[src/hw/pov_settings.svh]
`ifndef POV_SETTINGS_SVH
`define POV_SETTINGS_SVH

// Angular steps per revolution
`define ROT_RES        32
// LED arms on the rotor, one column bank each; must divide ROT_RES
`define NUM_BLADES     2
// Radial LED positions per arm
`define DISPLAY_RADIUS 32
// Voxels stacked in one column
`define DISPLAY_HEIGHT 16

`endif
[src/hw/pov_pkg.sv]
`include "pov_settings.svh"

package pov_pkg;

  localparam int SECTOR_DEPTH = `ROT_RES / `NUM_BLADES;                // Rows held by each bank
  localparam int THETA_W      = $clog2(`ROT_RES);                      // Full angle index
  localparam int BLADE_W      = (`NUM_BLADES > 1) ? $clog2(`NUM_BLADES) : 1; // Keep one bit minimum
  localparam int SADDR_W      = (SECTOR_DEPTH > 1) ? $clog2(SECTOR_DEPTH) : 1;
  localparam int RADIUS_W     = $clog2(`DISPLAY_RADIUS);               // Radius tag
  localparam int Z_W          = $clog2(`DISPLAY_HEIGHT);               // Voxel select

  typedef logic [THETA_W-1:0]         theta_t;        // Angle, blade in the high part
  typedef logic [BLADE_W-1:0]         blade_t;        // Sector, also the bank number
  typedef logic [SADDR_W-1:0]         sector_addr_t;  // Row inside one bank
  typedef logic [RADIUS_W-1:0]        radius_t;
  typedef logic [Z_W-1:0]             z_t;
  typedef logic [`DISPLAY_HEIGHT-1:0] voxels_t;       // One bit per LED in the column

  // Stored column word, radius tag above the voxel bits
  typedef struct packed {
    radius_t radius;
    voxels_t voxels;
  } column_t;

endpackage

[src/hw/voxel_dispatch.sv]
`timescale 1ns/1ps
`include "pov_settings.svh"

module voxel_dispatch (
  input  logic                     clk_in,
  input  logic                     rst_in,
  input  logic                     flush,       // Clear all banks, wins over new_data
  input  logic                     new_data,    // Point write strobe
  input  pov_pkg::theta_t          theta_write,
  input  pov_pkg::radius_t         radius,
  input  pov_pkg::z_t              z,
  input  pov_pkg::theta_t          theta_read,
  output logic                     busy,
  output pov_pkg::sector_addr_t    bank_addr,   // Shared row address for every bank
  output pov_pkg::radius_t         wr_radius,
  output pov_pkg::z_t              wr_z,
  output logic [`NUM_BLADES-1:0]   wr_req,      // One-hot, only the target sector
  output logic                     clear_req,   // All banks zero bank_addr
  output logic                     rd_valid,    // Lines up with bank read data
  output pov_pkg::blade_t          rd_blade     // Sector of the sampled theta_read
);

  import pov_pkg::*;

  typedef enum logic [1:0] {
    IDLE,
    FLUSHING,
    WRITING
  } state_t;

  state_t       state;
  sector_addr_t flush_addr;    // Row being cleared
  logic         write_step;    // Second busy cycle of a write
  logic         idle;
  logic         accept_flush;
  logic         accept_write;
  blade_t       wr_blade;
  sector_addr_t wr_addr;
  blade_t       rd_blade_c;
  sector_addr_t rd_addr;

  // Angle split, high part picks the bank and the remainder the row
  always_comb begin
    wr_blade   = blade_t'(theta_write / SECTOR_DEPTH);
    wr_addr    = sector_addr_t'(theta_write % SECTOR_DEPTH);
    rd_blade_c = blade_t'(theta_read / SECTOR_DEPTH);
    rd_addr    = sector_addr_t'(theta_read % SECTOR_DEPTH);
  end

  always_comb begin
    idle         = (state == IDLE);
    accept_flush = idle && flush;
    accept_write = idle && new_data && !flush;  // Flush takes priority
    busy         = !idle;
    clear_req    = (state == FLUSHING);
    wr_radius    = radius;                       // Bank latches these on wr_req
    wr_z         = z;

    wr_req = '0;
    if (accept_write) begin
      wr_req[wr_blade] = 1'b1;                   // Only the owning bank reads
    end

    // Write address goes out in the accept cycle so the bank reads at the same edge
    if (state == FLUSHING) begin
      bank_addr = flush_addr;
    end else if (accept_write) begin
      bank_addr = wr_addr;
    end else begin
      bank_addr = rd_addr;
    end
  end

  always_ff @(posedge clk_in) begin
    if (rst_in) begin
      state      <= IDLE;
      flush_addr <= '0;
      write_step <= 1'b0;
      rd_valid   <= 1'b0;
    end else begin
      rd_valid <= idle && !flush && !new_data;   // Plain read cycle only

      case (state)
        IDLE: begin
          if (accept_flush) begin
            state      <= FLUSHING;
            flush_addr <= '0;
          end else if (accept_write) begin
            state      <= WRITING;
            write_step <= 1'b0;
          end
        end

        FLUSHING: begin
          flush_addr <= flush_addr + 1'b1;       // One row of every bank per cycle
          if (flush_addr == sector_addr_t'(SECTOR_DEPTH - 1)) begin
            state <= IDLE;
          end
        end

        WRITING: begin
          // Bank ORs in the first cycle and writes back at the exit edge
          write_step <= 1'b1;
          if (write_step) begin
            state <= IDLE;
          end
        end

        default: begin
          state <= IDLE;
        end
      endcase
    end
  end

  // Sector of the read angle, delayed to match the RAM output register
  always_ff @(posedge clk_in) begin
    rd_blade <= rd_blade_c;
  end

endmodule

[config.mk]
export PLATFORM = sky130hd
export DESIGN_NAME = voxel_dispatch
export DESIGN_NICKNAME = d
export VERILOG_FILES = /design/src/hw/pov_pkg.sv /design/src/hw/voxel_dispatch.sv
export VERILOG_INCLUDE_DIRS = /design/src /design/src/hw
export SDC_FILE = /design/constraint.sdc
export NUM_CORES = 1
export LEC_CHECK = 0
export ABC_AREA = 1
export BUFFER_PORTS_ARGS = -buffer_cell sky130_fd_sc_hd__buf_2
export CAP_MARGIN = 20
export CORE_MARGIN = 2
export CORE_UTILIZATION = 39
export DETAILED_ROUTE_END_ITERATION = 7
export PLACE_DENSITY = 0.82
export SETUP_SLACK_MARGIN = 0.3
export SLEW_MARGIN = 20
export SYNTH_ARGS = -nofsm -noshare
export SYNTH_HDL_FRONTEND = slang
export SYNTH_SLANG_ARGS = --single-unit
[constraint.sdc]
create_clock -name clk_in -period 1.45 [get_ports clk_in]
set_clock_uncertainty 0.1 [all_clocks]
set_input_delay 0.0725 -clock clk_in [delete_from_list [all_inputs] [get_ports clk_in]]
set_output_delay 0.0725 -clock clk_in [all_outputs]
set_load 0.05 [all_outputs]
==> reports/results.tsv <==
metric	value	unit
drt pass-1 iters	4	
DRT iter0 DRCs	18	
first-pass GRT wire length	2.773	mm
CP arrival	1.36	ns
slowest stage cell, crit path	dfxtp_4	
drt via density	5.059	
CP required	1.28	ns
r2r worst-path depth	8	
Routed wire per std cell	12.95	um
FILL cells	113	
final setup fails	6	
clock latency on the worst-skew pair	0.26	ns
worst-path fanout max	7	
final wirelength	1.748	mm
setup TNS	-0.3686	ns
All-Layer GR Usage	20.28	%
synthesized flop and latch total	9	
CTS tree	yes	
Synth cell types	21	
status	finished, violations left	
failing checks	negative setup slack	
min-delay src	z[0]	
vias after detailed routing	683	
Die Wd	43.16	um
crit-path most repeated cell	nand2_2	
Area Overhead vs Synth	58.58	%
unrepaired setup endpoints after global routing	true	
crit path cell chain	nor2_4 -> nand3_4 -> nand2_2 -> nand2_1 -> nand2_2 -> nand2_4 -> buf_6	
Placed Cells incl. Taps	119	
Slew headroom	78.54	%
worst slew pin tran	0.3198	ns
minimum clock period	1.532	ns
cell family with most CP delay	simple AND/OR/NAND/NOR gates	
Fmax	652.7	MHz
Fin Hold WS	0.04502	ns
share of cells above drive strength 1	47.06	%
Remaining DRCs	0	
Final Hold Viols	0	
PnR Total Power	0.8614	mW
area taken by multi-input logic gates	370.4	sq um
final setup margin	-0.08206	ns
Non-Filler Instances	135	
slowest stage delay, CP	0.35	ns
reg2reg setup slack	0.14	ns
Final Max Slew Viols	0	
Avg Cell Area, Syn	6.720	sq um
hold depth	0	
clock root cell	clkbuf_4	
Synth Net Count	113	
depth of the CTS H-tree	1	
initial antenna violation count	0	
type of destination of the critical path	output pin	
final worst-path cycle share	105.7	%
Startpoint Class	flip-flop	
worst hold path class	in2out	
power per cell area	908.3	mW/mm^2
# IOs	42	
row cnt	14	
fin util	64.46	%
Post-Place Cell Area	729.5	sq um
grt total ovfl	0	
Reg2Reg Capture Point	flush_addr[2]	
Leak	0.4540	nW
Synth Warn #	0	
Worst R2R Start	state[0]	
CTS buffer count	3	
initial core utilization	40.65	%
clock sinks	9	
Hold Path End	wr_z[0]	
IO buf count	23	
Setup crit start	state[0]	
Ant. Diodes	0	
routability cong.	0.8088	
DP Worst Slack	0.06598	ns
CTS clk-pin slew, worst paths	0.06	ns
Register Area	186.4	sq um
Gate Count Post-Synth	89	
Final #Nets	144	
DP HPWL	1.048	mm
Post-Syn Area	598.1	sq um
Bufs on Longest Clock Path	2	
vias in the first global route	666	
sequential share of the synthesized area	30.13	%
VDD IR-drop max	0.4362	mV
Max-Cap Viols	0	
WS Path Type	reg2out	
final instance area	948.4	sq um
Bufs and invs on worst path	1	
Chip Height	43.16	um
most common cell after layout, fill and taps aside	nand2_1	
commonest cells after routing, fill and taps aside	nand2_1 (19), buf_2 (15), inv_1 (12)	
Core ar.	0.001471	sq mm
largest net degree at the start of global routing	9	
final antenna-violating net count	0	
Die ar.	0.001863	sq mm
-- power by group --
group	total (mW)	internal, mW	switching (mW)
Clock	0.196	0.106	0.0898
Sequential	0.273	0.262	0.0117
Combinational	0.392	0.158	0.235
Total	0.861	0.525	0.336
-- worst reg2reg max path, stage by stage (launching register included) --
cell and delay (ns):
dfxtp_4 0.36, buf_4 0.13, inv_4 0.05, nor2_8 0.15
buf_4 0.17, nand2_1 0.06, o21ai_1 0.12, inv_1 0.05
nor2_1 0.07
-- worst max-delay path by stage --
stage / endpoint / slack [ns] / cells after the start
6_report: bank_addr[0] / -0.08 / 7
5_1_grt: bank_addr[0] / -0.16 / 7
4_1_cts: bank_addr[0] / -0.04 / 7
3_5_place_dp: bank_addr[2] / 0.07 / 6
3_3_place_gp: bank_addr[2] / 0.09 / 6
2_1_floorplan: flush_addr[0] / 0.24 / 5
-- registers in the layout, summed over array words and instances (netlist names) --
| register | count |
|---|---|
| state | 2 |
| flush_addr | 4 |
| write_step | 1 |
| rd_blade | 1 |
| rd_valid | 1 |
-- kinds of logic (layout without fill, tap and decap cells) --
logic type / Yosys count / after routing / synth area share [%]
flip-flops: 9 / 9 / 30.13
AO/OA/AOI/OAI: 9 / 9 / 8.158
buffers and inverters: 24 / 54 / 21.13
AND/OR/NAND/NOR: 46 / 46 / 38.50
adder cells (fa/ha/maj): 1 / 1 / 2.092
-- area by class of cell --
cell class / count / area share, %
clock buffer: 4 / 2.770
sequential: 9 / 19.66
inverter: 14 / 6.069
timing repair buffer: 36 / 30.34
tap: 16 / 2.111
multi-input combinational: 56 / 39.05
-- synthesized netlist by cell type --
library cell / n / area, sq um
nor2_8: 1 / 20.02
ha_1: 1 / 12.51
nor4_1: 1 / 6.260
buf_1: 1 / 3.750
or2_1: 1 / 6.260
nor2_4: 1 / 11.26
nand3_1: 6 / 30.03
dfxtp_1: 9 / 180.2
o21ai_0: 2 / 10.01
a21oi_1: 5 / 25.02
nand3_2: 1 / 10.01
inv_2: 1 / 3.750
a21oi_2: 1 / 8.760
o21ai_1: 1 / 5.000
nand2_1: 25 / 93.84
nor2_1: 4 / 15.01
inv_1: 12 / 45.04
or2_0: 1 / 6.260
nand4_1: 5 / 31.28
buf_4: 9 / 67.56
inv_4: 1 / 6.260
-- what timing repair did --
action                                 4_1_cts  5_1_grt
pin swaps                                    3        3
setup endpoints to repair                   13       15
hold buffers                                 4        0
cloned                                       0        0
resized for setup                           24        4
buffers inserted                             5        3
endpoints found under the hold margin        9        0
-- routing by layer --
metal / global-route usage [%] / wire, um / up-vias / share of wire [%]
li1: - / - / 334 / -
met1: 21.88 / 674 / 306 / 39
met2: 34.63 / 913 / 38 / 52
met3: 5.106 / 129 / 5 / 7.4
met4: 12.73 / 31 / 0 / 1.8
met5: 0 / 0 / - / 0
Power figures use the tool's default switching activity.
