--- config.mk ---
export PLATFORM = sky130hd
export DESIGN_NAME = column_bank
export DESIGN_NICKNAME = d
export VERILOG_FILES = /design/src/hw/pov_pkg.sv /design/src/hw/column_bank.sv
export VERILOG_INCLUDE_DIRS = /design/src /design/src/hw
export SDC_FILE = /design/constraint.sdc
export NUM_CORES = 1
export LEC_CHECK = 0
export ABC_AREA = 1
export ABC_CLOCK_PERIOD_IN_PS = 5650
export BUFFER_PORTS_ARGS = -buffer_cell sky130_fd_sc_hd__clkbuf_2
export CAP_MARGIN = 20
export CORE_UTILIZATION = 50
export CTS_BUF_LIST = sky130_fd_sc_hd__clkbuf_16
export DETAILED_ROUTE_END_ITERATION = 16
export PLACE_DENSITY = 0.64
export REMOVE_ABC_BUFFERS = 1
export SYNTH_ARGS = -nofsm -noshare
export SYNTH_HDL_FRONTEND = slang
export SYNTH_SLANG_ARGS = --single-unit
--- constraint.sdc ---
create_clock -name clk_in -period 5.65 [get_ports clk_in]
set_input_delay 0.8475 -clock clk_in [delete_from_list [all_inputs] [get_ports clk_in]]
set_output_delay 0.8475 -clock clk_in [all_outputs]
set_load 0.02 [all_outputs]
--- src/hw/pov_settings.svh ---
`ifndef POV_SETTINGS_SVH
`define POV_SETTINGS_SVH

// Angular steps per revolution
`define ROT_RES        32
// LED arms on the rotor, one column bank each; must divide ROT_RES
`define NUM_BLADES     2
// Radial LED positions per arm
`define DISPLAY_RADIUS 32
// Voxels stacked in one column
`define DISPLAY_HEIGHT 16

`endif
--- src/hw/pov_pkg.sv ---
`include "pov_settings.svh"

package pov_pkg;

  localparam int SECTOR_DEPTH = `ROT_RES / `NUM_BLADES;                // Rows held by each bank
  localparam int THETA_W      = $clog2(`ROT_RES);                      // Full angle index
  localparam int BLADE_W      = (`NUM_BLADES > 1) ? $clog2(`NUM_BLADES) : 1; // Keep one bit minimum
  localparam int SADDR_W      = (SECTOR_DEPTH > 1) ? $clog2(SECTOR_DEPTH) : 1;
  localparam int RADIUS_W     = $clog2(`DISPLAY_RADIUS);               // Radius tag
  localparam int Z_W          = $clog2(`DISPLAY_HEIGHT);               // Voxel select

  typedef logic [THETA_W-1:0]         theta_t;        // Angle, blade in the high part
  typedef logic [BLADE_W-1:0]         blade_t;        // Sector, also the bank number
  typedef logic [SADDR_W-1:0]         sector_addr_t;  // Row inside one bank
  typedef logic [RADIUS_W-1:0]        radius_t;
  typedef logic [Z_W-1:0]             z_t;
  typedef logic [`DISPLAY_HEIGHT-1:0] voxels_t;       // One bit per LED in the column

  // Stored column word, radius tag above the voxel bits
  typedef struct packed {
    radius_t radius;
    voxels_t voxels;
  } column_t;

endpackage

--- src/hw/column_bank.sv ---
`timescale 1ns/1ps

module column_bank (
  input  logic                  clk_in,
  input  logic                  rst_in,
  input  pov_pkg::sector_addr_t bank_addr,  // Read row, also the clear row
  input  logic                  wr_req,     // Start of a point write in this sector
  input  logic                  clear_req,  // Zero bank_addr now
  input  pov_pkg::radius_t      wr_radius,
  input  pov_pkg::z_t           wr_z,
  output pov_pkg::column_t      rd_column   // Registered read data
);

  import pov_pkg::*;

  column_t      ram [SECTOR_DEPTH];          // Unknown until the first flush
  sector_addr_t wr_addr_q;                   // Row of the write in flight
  radius_t      wr_radius_q;
  z_t           wr_z_q;
  column_t      wr_data_q;                   // Merged column ready for write-back
  logic         rmw_merge;                   // Old column sits on rd_column
  logic         rmw_write;                   // Merged column is written at next edge

  // Read-modify-write sequencing
  always_ff @(posedge clk_in) begin
    if (rst_in) begin
      rmw_merge <= 1'b0;
      rmw_write <= 1'b0;
    end else begin
      rmw_merge <= wr_req;                   // RAM read issued on this edge
      rmw_write <= rmw_merge;
    end
  end

  // Write request fields, held through the sequence
  always_ff @(posedge clk_in) begin
    if (wr_req) begin
      wr_addr_q   <= bank_addr;
      wr_radius_q <= wr_radius;
      wr_z_q      <= wr_z;
    end
  end

  // OR stage, keeps old voxels and replaces the radius tag
  always_ff @(posedge clk_in) begin
    if (rmw_merge) begin
      wr_data_q.voxels <= rd_column.voxels | (voxels_t'(1) << wr_z_q);
      wr_data_q.radius <= wr_radius_q;
    end
  end

  // Simple dual-port RAM, read returns the old word on a same-row write
  always_ff @(posedge clk_in) begin
    rd_column <= ram[bank_addr];
    if (clear_req) begin
      ram[bank_addr] <= '0;                  // Flush sweep row
    end else if (rmw_write) begin
      ram[wr_addr_q] <= wr_data_q;           // Write-back two edges after wr_req
    end
  end

endmodule

==> results of run 1 <==
worst paths after layout:
| kind | slack (ns) | from | to | cells past startpoint |
|---|---|---|---|---|
| worst max-delay path | 3.02 | bank_addr[0] | rd_column[13] | 9 |
| worst min-delay path | 0.42 | wr_radius_q[4] | wr_data_q[20] | 0 |
| worst max register to register | 3.17 | rmw_write | ram[7][0] | 6 |
| worst min register to register | 0.42 | wr_radius_q[4] | wr_data_q[20] | 0 |
placed cells by master, fill, tap and decap left out, drive strengths merged:
cell / netlist / final
o21ai: 4 / 4
inv: 290 / 302
o21bai: 16 / 16
dfxtp: 23 / 23
or2: 1 / 1
nand2: 450 / 450
clkbuf: 19 / 78
nand3: 264 / 264
nor2: 39 / 39
edfxtp: 370 / 370
bufinv: 0 / 2
diode: 0 / 2
clkinv: 1 / 17
buf: 54 / 40
flip-flops by register name, indices dropped and copies added (netlist names):
name,flops
wr_z_q,4
wr_data_q,21
wr_radius_q,5
rd_column,21
rmw_merge,1
wr_addr_q,4
ram,336
rmw_write,1
synthesized netlist by cell type (all sizes together):
cell and number:
clkinv 1, nor2 39, dfxtp 23, edfxtp 370, inv 290, o21ai 4
or2 1, clkbuf 19, nand2 450, nand3 264, o21bai 16, buf 54
logic make-up after synthesis:
logic type      Yosys count  share of synthesized area, %
compound gates           20                         0.854
buf+inv                 364                          9.36
flops                   393                          70.5
simple gates            754                          19.3
cell type report:
| class | count | area (sq um) |
|---|---|---|
| Tap cell | 435 | 544 |
| Multi-Input combinational cell | 774 | 3380 |
| Clock buffer | 43 | 1080 |
| Clock inverter | 30 | 179 |
| Inverter | 291 | 1090 |
| Sequential cell | 393 | 11600 |
| Fill cell | 2558 | 13400 |
| Antenna cell | 2 | 5.00 |
| Timing Repair Buffer | 75 | 667 |
stage by stage:
step	setup WS (ns)	instances	hold slack, ns	utilization [%]	cell area, sq um
4_1_cts	2.92	2035	0.420	57.6	18400
3_5_place_dp	2.38	1962	0.407	53.7	17200
6_report	3.02	2043	0.421	57.9	18500
3_3_place_gp	2.29	1951	0.404	53.0	16900
5_1_grt	2.87	2041	0.430	57.9	18500
2_1_floorplan	2.52	1458	0.400	-	16000
power breakdown:
| part | total [mW] | switching [mW] | internal [mW] |
|---|---|---|---|
| logic | 0.387 | 0.280 | 0.108 |
| registers | 3.29 | 0.0488 | 3.24 |
| clock network | 2.52 | 1.06 | 1.46 |
metal layers:
layer	vias to the layer above	GRT usage [%]	wire length (um)
li1	5033	-	-
met3	57	3.87	3600
met2	463	40.2	19500
met5	-	0	0
met4	0	8.53	1190
met1	5064	36.4	17200
==> run summary, run 1 <==
The fraction of layout instances using a drive strength above 1 is 10.0%, and the vertical die dimension is 183 um. The total routing usage reported by global routing is 25.5%, and the peak per-stage delay on the critical path is 0.61 ns. Count of buffer and inverter cells on the critical path: 4.

The width of the chip was 183 um; the placer's final routability congestion estimate was 0.856. Of all nets on the critical path, the largest fanout is 69. The final layout contains routed wiring with a total length of 41500 um.

The first routing iteration left 1406 violations. The share of the Yosys chip area taken by registers is 70.5%. For this run, the number of Yosys warnings is 0.

Yosys mapped the design onto 17 distinct sky130hd cell types. After synthesis, the largest area contributor takes up 67.7% of total cell area. Number of pins with negative max-slew slack in the final report: 0. Largest delay contributor family on the critical path: buffers and inverters.

The via count of the first global-routing pass is 9900. In the synthesized netlist, the number of instances is 1531. VDD sags by at most 201 uV. For this run, design rule violations remaining after detail routing come to 0. The count of clock tree sinks was 393; the number of buffers inserted to repair setup after CTS was 0.

Measured against its own limit, the worst slew margin works out to 25.4%. The area enclosed by the die boundary is 33500 sq um, and the wire length of the first global-routing pass is 62400 um. The final critical delay including setup and external delays was 2.63 ns. Detailed placement ended at an HPWL of 25900 um. Largest net degree at the start of global routing: 131. The via count normalized by instance count is 5.20. TritonCTS built the clock tree. The analysis attributes to cell leakage a power of 8.02 nW. Walking the worst path, the cells encountered are buf_4 > inv_4 > buf_4 > buf_4 > nand2_1 > nand3_1 > nand3_1 > nand3_1 > nand2_1. The latest clock arrival within the worst-skew pair came out at 0.53 ns. The average wire per cell in the routed design works out to 20.3 um.

The run gives 10617 as the via count. Data on the critical path is required at its endpoint by 6.06 ns. Post-cts resize count: 0. For the worst setup path, the data arrival time is 3.04 ns.

The number of buffers created by CTS was 41; the power after layout was 6.20 mW. The worst-case clock buffer depth came out at 3. Derived from the worst setup path, the maximum achievable clock frequency is 0.380 GHz. Of all cell types, the one taking the most synthesized area is sky130_fd_sc_hd__edfxtp_1. By startpoint and endpoint, the worst setup path is classified as primary input to flip-flop. By area the synthesized netlist is led by sky130_fd_sc_hd__edfxtp_1, sky130_fd_sc_hd__nand2_1, sky130_fd_sc_hd__nand3_1. Counting flops and latches in the post-synthesis netlist gives 393. The synthesized netlist occupies a cell area of 16400 sq um. STA classifies the critical path startpoint as a primary input. Once the floorplan was initialized, standard cells occupied 51.3% of the core. Across the run, the number of max-cap violations was 0. In the final design database the tool counted 1593 nets. The kind of end point of the critical path was a flip-flop. The logs give 0 for the number of endpoints with negative hold slack in the final report and 0 for the number of hold-repair buffers added at the cts stage. The power density over cell area was 335 nW/um^2; the number of cell rows was 65.

The run gives 38 as the number of placed I/O pins. For the overall overflow remaining after global route, the log shows 0. For the pin with the worst max-slew slack, the measured transition is 1.12 ns. CTS placed an instance of sky130_fd_sc_hd__clkbuf_16 at the clock tree root. The count of input and output buffers was 37; the number of nets with antenna violations after routing was 0. The area of the core region was 32000 sq um; the maximum clock skew at final layout was 0.0154 ns.

Each instance of the synthesized netlist takes up on average 10.7 sq um. The run finished with clean final reports. From synthesis to final layout, the design area changed by 12.8%.

The final critical path takes up 46.5% of the cycle. The number of levels the H-tree was split into was 2; the clock-pin slew reported for the worst setup and hold paths after clock tree synthesis was 0.06 ns. Setup violations remaining at the end of the flow were counted as 0. Setup repair after global routing left no endpoint under its margin. Library cell contributing the largest single delay on the critical path: sky130_fd_sc_hd__inv_4. Adding up every negative setup slack in the final design gives 0 ns. The number of iterations in the first detailed-routing pass was 5.

Worst hold-check path type: flip-flop to flip-flop. Initial antenna violation count: 3.
Power figures use the tool's default switching activity.
==> inputs of run 2 (changes only) <==
--- a/config.mk
+++ b/config.mk
@@ -7,13 +7,13 @@
 export NUM_CORES = 1
 export LEC_CHECK = 0
 export ABC_AREA = 1
-export ABC_CLOCK_PERIOD_IN_PS = 5650
+export ABC_CLOCK_PERIOD_IN_PS = 2350
 export BUFFER_PORTS_ARGS = -buffer_cell sky130_fd_sc_hd__clkbuf_2
 export CAP_MARGIN = 20
 export CORE_UTILIZATION = 50
 export CTS_BUF_LIST = sky130_fd_sc_hd__clkbuf_16
 export DETAILED_ROUTE_END_ITERATION = 16
-export PLACE_DENSITY = 0.64
+export PLACE_DENSITY = 0.67
 export REMOVE_ABC_BUFFERS = 1
 export SYNTH_ARGS = -nofsm -noshare
 export SYNTH_HDL_FRONTEND = slang
==> constraint.sdc (replaced) <==
create_clock -name clk_in -period 2.35 [get_ports clk_in]
set_input_delay 0.3525 -clock clk_in [delete_from_list [all_inputs] [get_ports clk_in]]
set_output_delay 0.3525 -clock clk_in [all_outputs]
set_load 0.02 [all_outputs]
==> run 2 against run 1 <==
  * First-iteration DRC count down 29%
  * Combinational power grew 140%
  * Highest routed layer is now met5
  * Via count increased by 1.3%
  * Critical endpoint is now ram[6][7]
  * Worst setup slack got worse by 2.6 ns
  * Critical path type is now flip-flop to flip-flop
  * Largest power group unchanged
  * Clock power is 130% higher
  * Non-clock buffer count rose by 38
==> run summary, run 2 (synthesized netlist as in run 1, its figures left out) <==
The initial antenna violation count was 4 (was 3). Kind of critical path: flip-flop to flip-flop (was primary input to flip-flop). The tools report the number of max-capacitance violations reported as 0 (unchanged). The clock-pin slew reported for the worst setup and hold paths after clock tree synthesis was 0.06 ns (about the same); the number of buffers created by CTS was 40 (was 41).

The static power due to leakage was 8.17 nW (was 8.02 nW); the via count of the first global-routing pass was 10709 (was 9900). For the number of levels the H-tree was split into, the log shows 2 (unchanged). The logs give 496 uV (was 201 uV) for the peak supply drop and 0 (was 2) for the number of antenna diodes. Subtracting the final worst setup slack from the clock period gives 1.94 ns.

The placer's final routability congestion estimate was 0.859 (was 0.856); the setup TNS was 0 ns (unchanged). The required time at the worst-slack endpoint is 2.56 ns (was 6.06 ns). TritonCTS built the clock tree.

The logs give 101 (was 131) for the largest net degree at the start of global routing and 0.0196 ns (was 0.421 ns) for the worst hold slack after final layout. The tools report the critical path startpoint category as a flip-flop (was a primary input). For the total routing usage reported by global routing, the log shows 24.0% (was 25.5%). Final routed DRC violation total: 0 (unchanged). The worst setup slack after placement is 0.221 ns (was 2.38 ns). The run gives 1996 (was 1962) as the placed cell count. The maximum fanout along the worst path was 29 (was 69); the setup slack after layout was 0.410 ns (was 3.02 ns). Setup repair after global routing left no endpoint under its margin.

The logs give 1630 (was 1593) for the post-layout net count and 0 (unchanged) for the overall overflow remaining after global route. For the headroom to the max-slew limit, the log shows 25.9% (was 25.4%). Commonest cells after routing, fill and taps aside: sky130_fd_sc_hd__nand2_1, sky130_fd_sc_hd__edfxtp_1, sky130_fd_sc_hd__inv_1 (unchanged).

The area of the core region was 32000 sq um (unchanged); the width of the chip was 183 um (unchanged). For the maximum clock skew at final layout, the log shows 0.0228 ns (was 0.0154 ns). The worst hold-check path type is primary input to flip-flop (was flip-flop to flip-flop). The clock tree root buffer cell was sky130_fd_sc_hd__clkbuf_16 (unchanged). The transition time of the tightest slew-check pin was 1.11 ns (was 1.12 ns); the number of iterations in the first detailed-routing pass was 5 (unchanged). The number of endpoints with negative hold slack in the final report is 0 (unchanged), and the via count is 10755 (was 10617). The violation count after the first detailed-route iteration came out at 998 (was 1406). Area enclosed by the die boundary: 33500 sq um (unchanged). The area growth from synthesis to layout works out to 13.6% (was 12.8%). Register containing the most flip-flops in the final layout: ram (unchanged). The logs give 0 (unchanged) for the post-cts resize count and 2.15 ns (was 3.04 ns) for the arrival time of the worst setup path. Most common library cell in the layout ignoring fill and taps: sky130_fd_sc_hd__nand2_1 (unchanged). The via count normalized by instance count came out at 5.17 (was 5.20).

The tools report the number of cell rows as 65 (unchanged). The vertical die dimension was 183 um (unchanged); the final number of setup-violating endpoints was 0 (unchanged). The count of input and output buffers came out at 37 (unchanged). The utilization after layout is 58.3% (was 57.9%), and the average wire per cell in the routed design is 18.7 um (was 20.3 um).

The flip-flop count of the largest register, all copies and words added came out at 336 (unchanged). The achievable frequency is 0.515 GHz, and the number of buffers inserted to repair setup after CTS is 0 (unchanged). The worst-case clock buffer depth is 3 (unchanged). The post-route fraction of the period consumed by the critical path came out at 82.6%. For the initial core utilization, the log shows 51.3% (unchanged).

The flow ran to the end, and the final reports show no timing, DRC or antenna violations. The fraction of layout instances using a drive strength above 1 was 10.8% (was 10.0%); the power density over cell area was 787 nW/um^2 (was 335 nW/um^2). The count of clock tree sinks was 393 (unchanged); the wire length of the first global-routing pass was 59900 um (was 62400 um).

Kind of end point of the critical path: a flip-flop (unchanged). The tools report the post-detailed-routing wire length as 38900 um (was 41500 um). Largest registers: ram x336, rd_column x21, wr_data_q x21 (unchanged). Number of pins with negative max-slew slack in the final report: 0 (unchanged). The number of nets with antenna violations after routing is 0 (unchanged), and the HPWL after detailed placement is 24400 um (was 25900 um). The number of placed I/O pins is 38 (unchanged), and the latest clock arrival within the worst-skew pair is 0.54 ns (was 0.53 ns). The non-filler instance count after layout was 2080 (was 2043).
run 2: cell types whose count changed in the layout (fill, tap and decap cells not counted):
cell                            delta
sky130_fd_sc_hd__buf_4            +40
sky130_fd_sc_hd__nor2_1           +14
sky130_fd_sc_hd__nor2_2           -14
sky130_fd_sc_hd__buf_8             -9
sky130_fd_sc_hd__dlygate4sd3_1     +8
sky130_fd_sc_hd__buf_12            +7
sky130_fd_sc_hd__buf_16            -5
sky130_fd_sc_hd__buf_6             -3
sky130_fd_sc_hd__clkbuf_16         -2
sky130_fd_sc_hd__clkinv_2          +2
sky130_fd_sc_hd__diode_2           -2
sky130_fd_sc_hd__bufinv_16         -1
sky130_fd_sc_hd__clkinvlp_4        +1
sky130_fd_sc_hd__inv_6             +1
run 2: layout make-up:
cell class | count | area [sq um]
fill | 2631 | 13300
inverter | 291 | 1090
clock buffer | 41 | 1030
tap | 435 | 544
sequential | 393 | 11600
multi-input combinational | 774 | 3340
timing repair buffer | 113 | 881
clock inverter | 33 | 175
run 2: worst paths after layout:
check | from | end | slack [ns] | depth (start not counted)
max | rmw_write | ram[6][7] | 0.41 | 6
min | wr_radius[4] | wr_radius_q[4] | 0.02 | 1
max reg2reg | rmw_write | ram[6][7] | 0.41 | 6
min reg2reg | wr_radius_q[3] | wr_data_q[19] | 0.42 | 0
run 2: power by group:
| part | internal (mW) | switching, mW | total [mW] | leakage [nW] |
|---|---|---|---|---|
| clock network | 3.27 | 2.57 | 5.85 | 0.636 |
| logic | 0.284 | 0.664 | 0.948 | 4.00 |
| registers | 7.80 | 0.0779 | 7.87 | 3.53 |
| total | 11.4 | 3.31 | 14.7 | 8.17 |
run 2: through the flow:
stage / area (sq um) / total power [mW]
floorplan: 16000 / 8.49
global placement: 17300 / 8.94
detailed placement: 17300 / 8.96
CTS: 18600 / 14.8
global route: 18600 / 15.1
finish: 18600 / 14.7
run 2: repair_timing:
action,in CTS,in global routing
endpoints found under the setup margin,0,0
hold buffers,8,0
hold endpoints to repair,9,0
run 2: critical path, stage by stage, from the launching register on:
cell	delay, ns
sky130_fd_sc_hd__dfxtp_1	0.32
sky130_fd_sc_hd__nand2_1	0.09
sky130_fd_sc_hd__buf_12	0.17
sky130_fd_sc_hd__o21ai_0	0.28
sky130_fd_sc_hd__nand3_1	0.26
sky130_fd_sc_hd__nor2_2	0.17
sky130_fd_sc_hd__buf_4	0.30
run 2: layer usage:
layer	share of wire [%]	GRT usage, %	wire length (um)	vias up
li1	-	-	-	5103
met1	41	31.4	15800	5180
met2	49	40.2	19000	382
met3	7.3	4.19	2830	88
met4	3.2	9.03	1260	2
met5	0.023	0	9	-
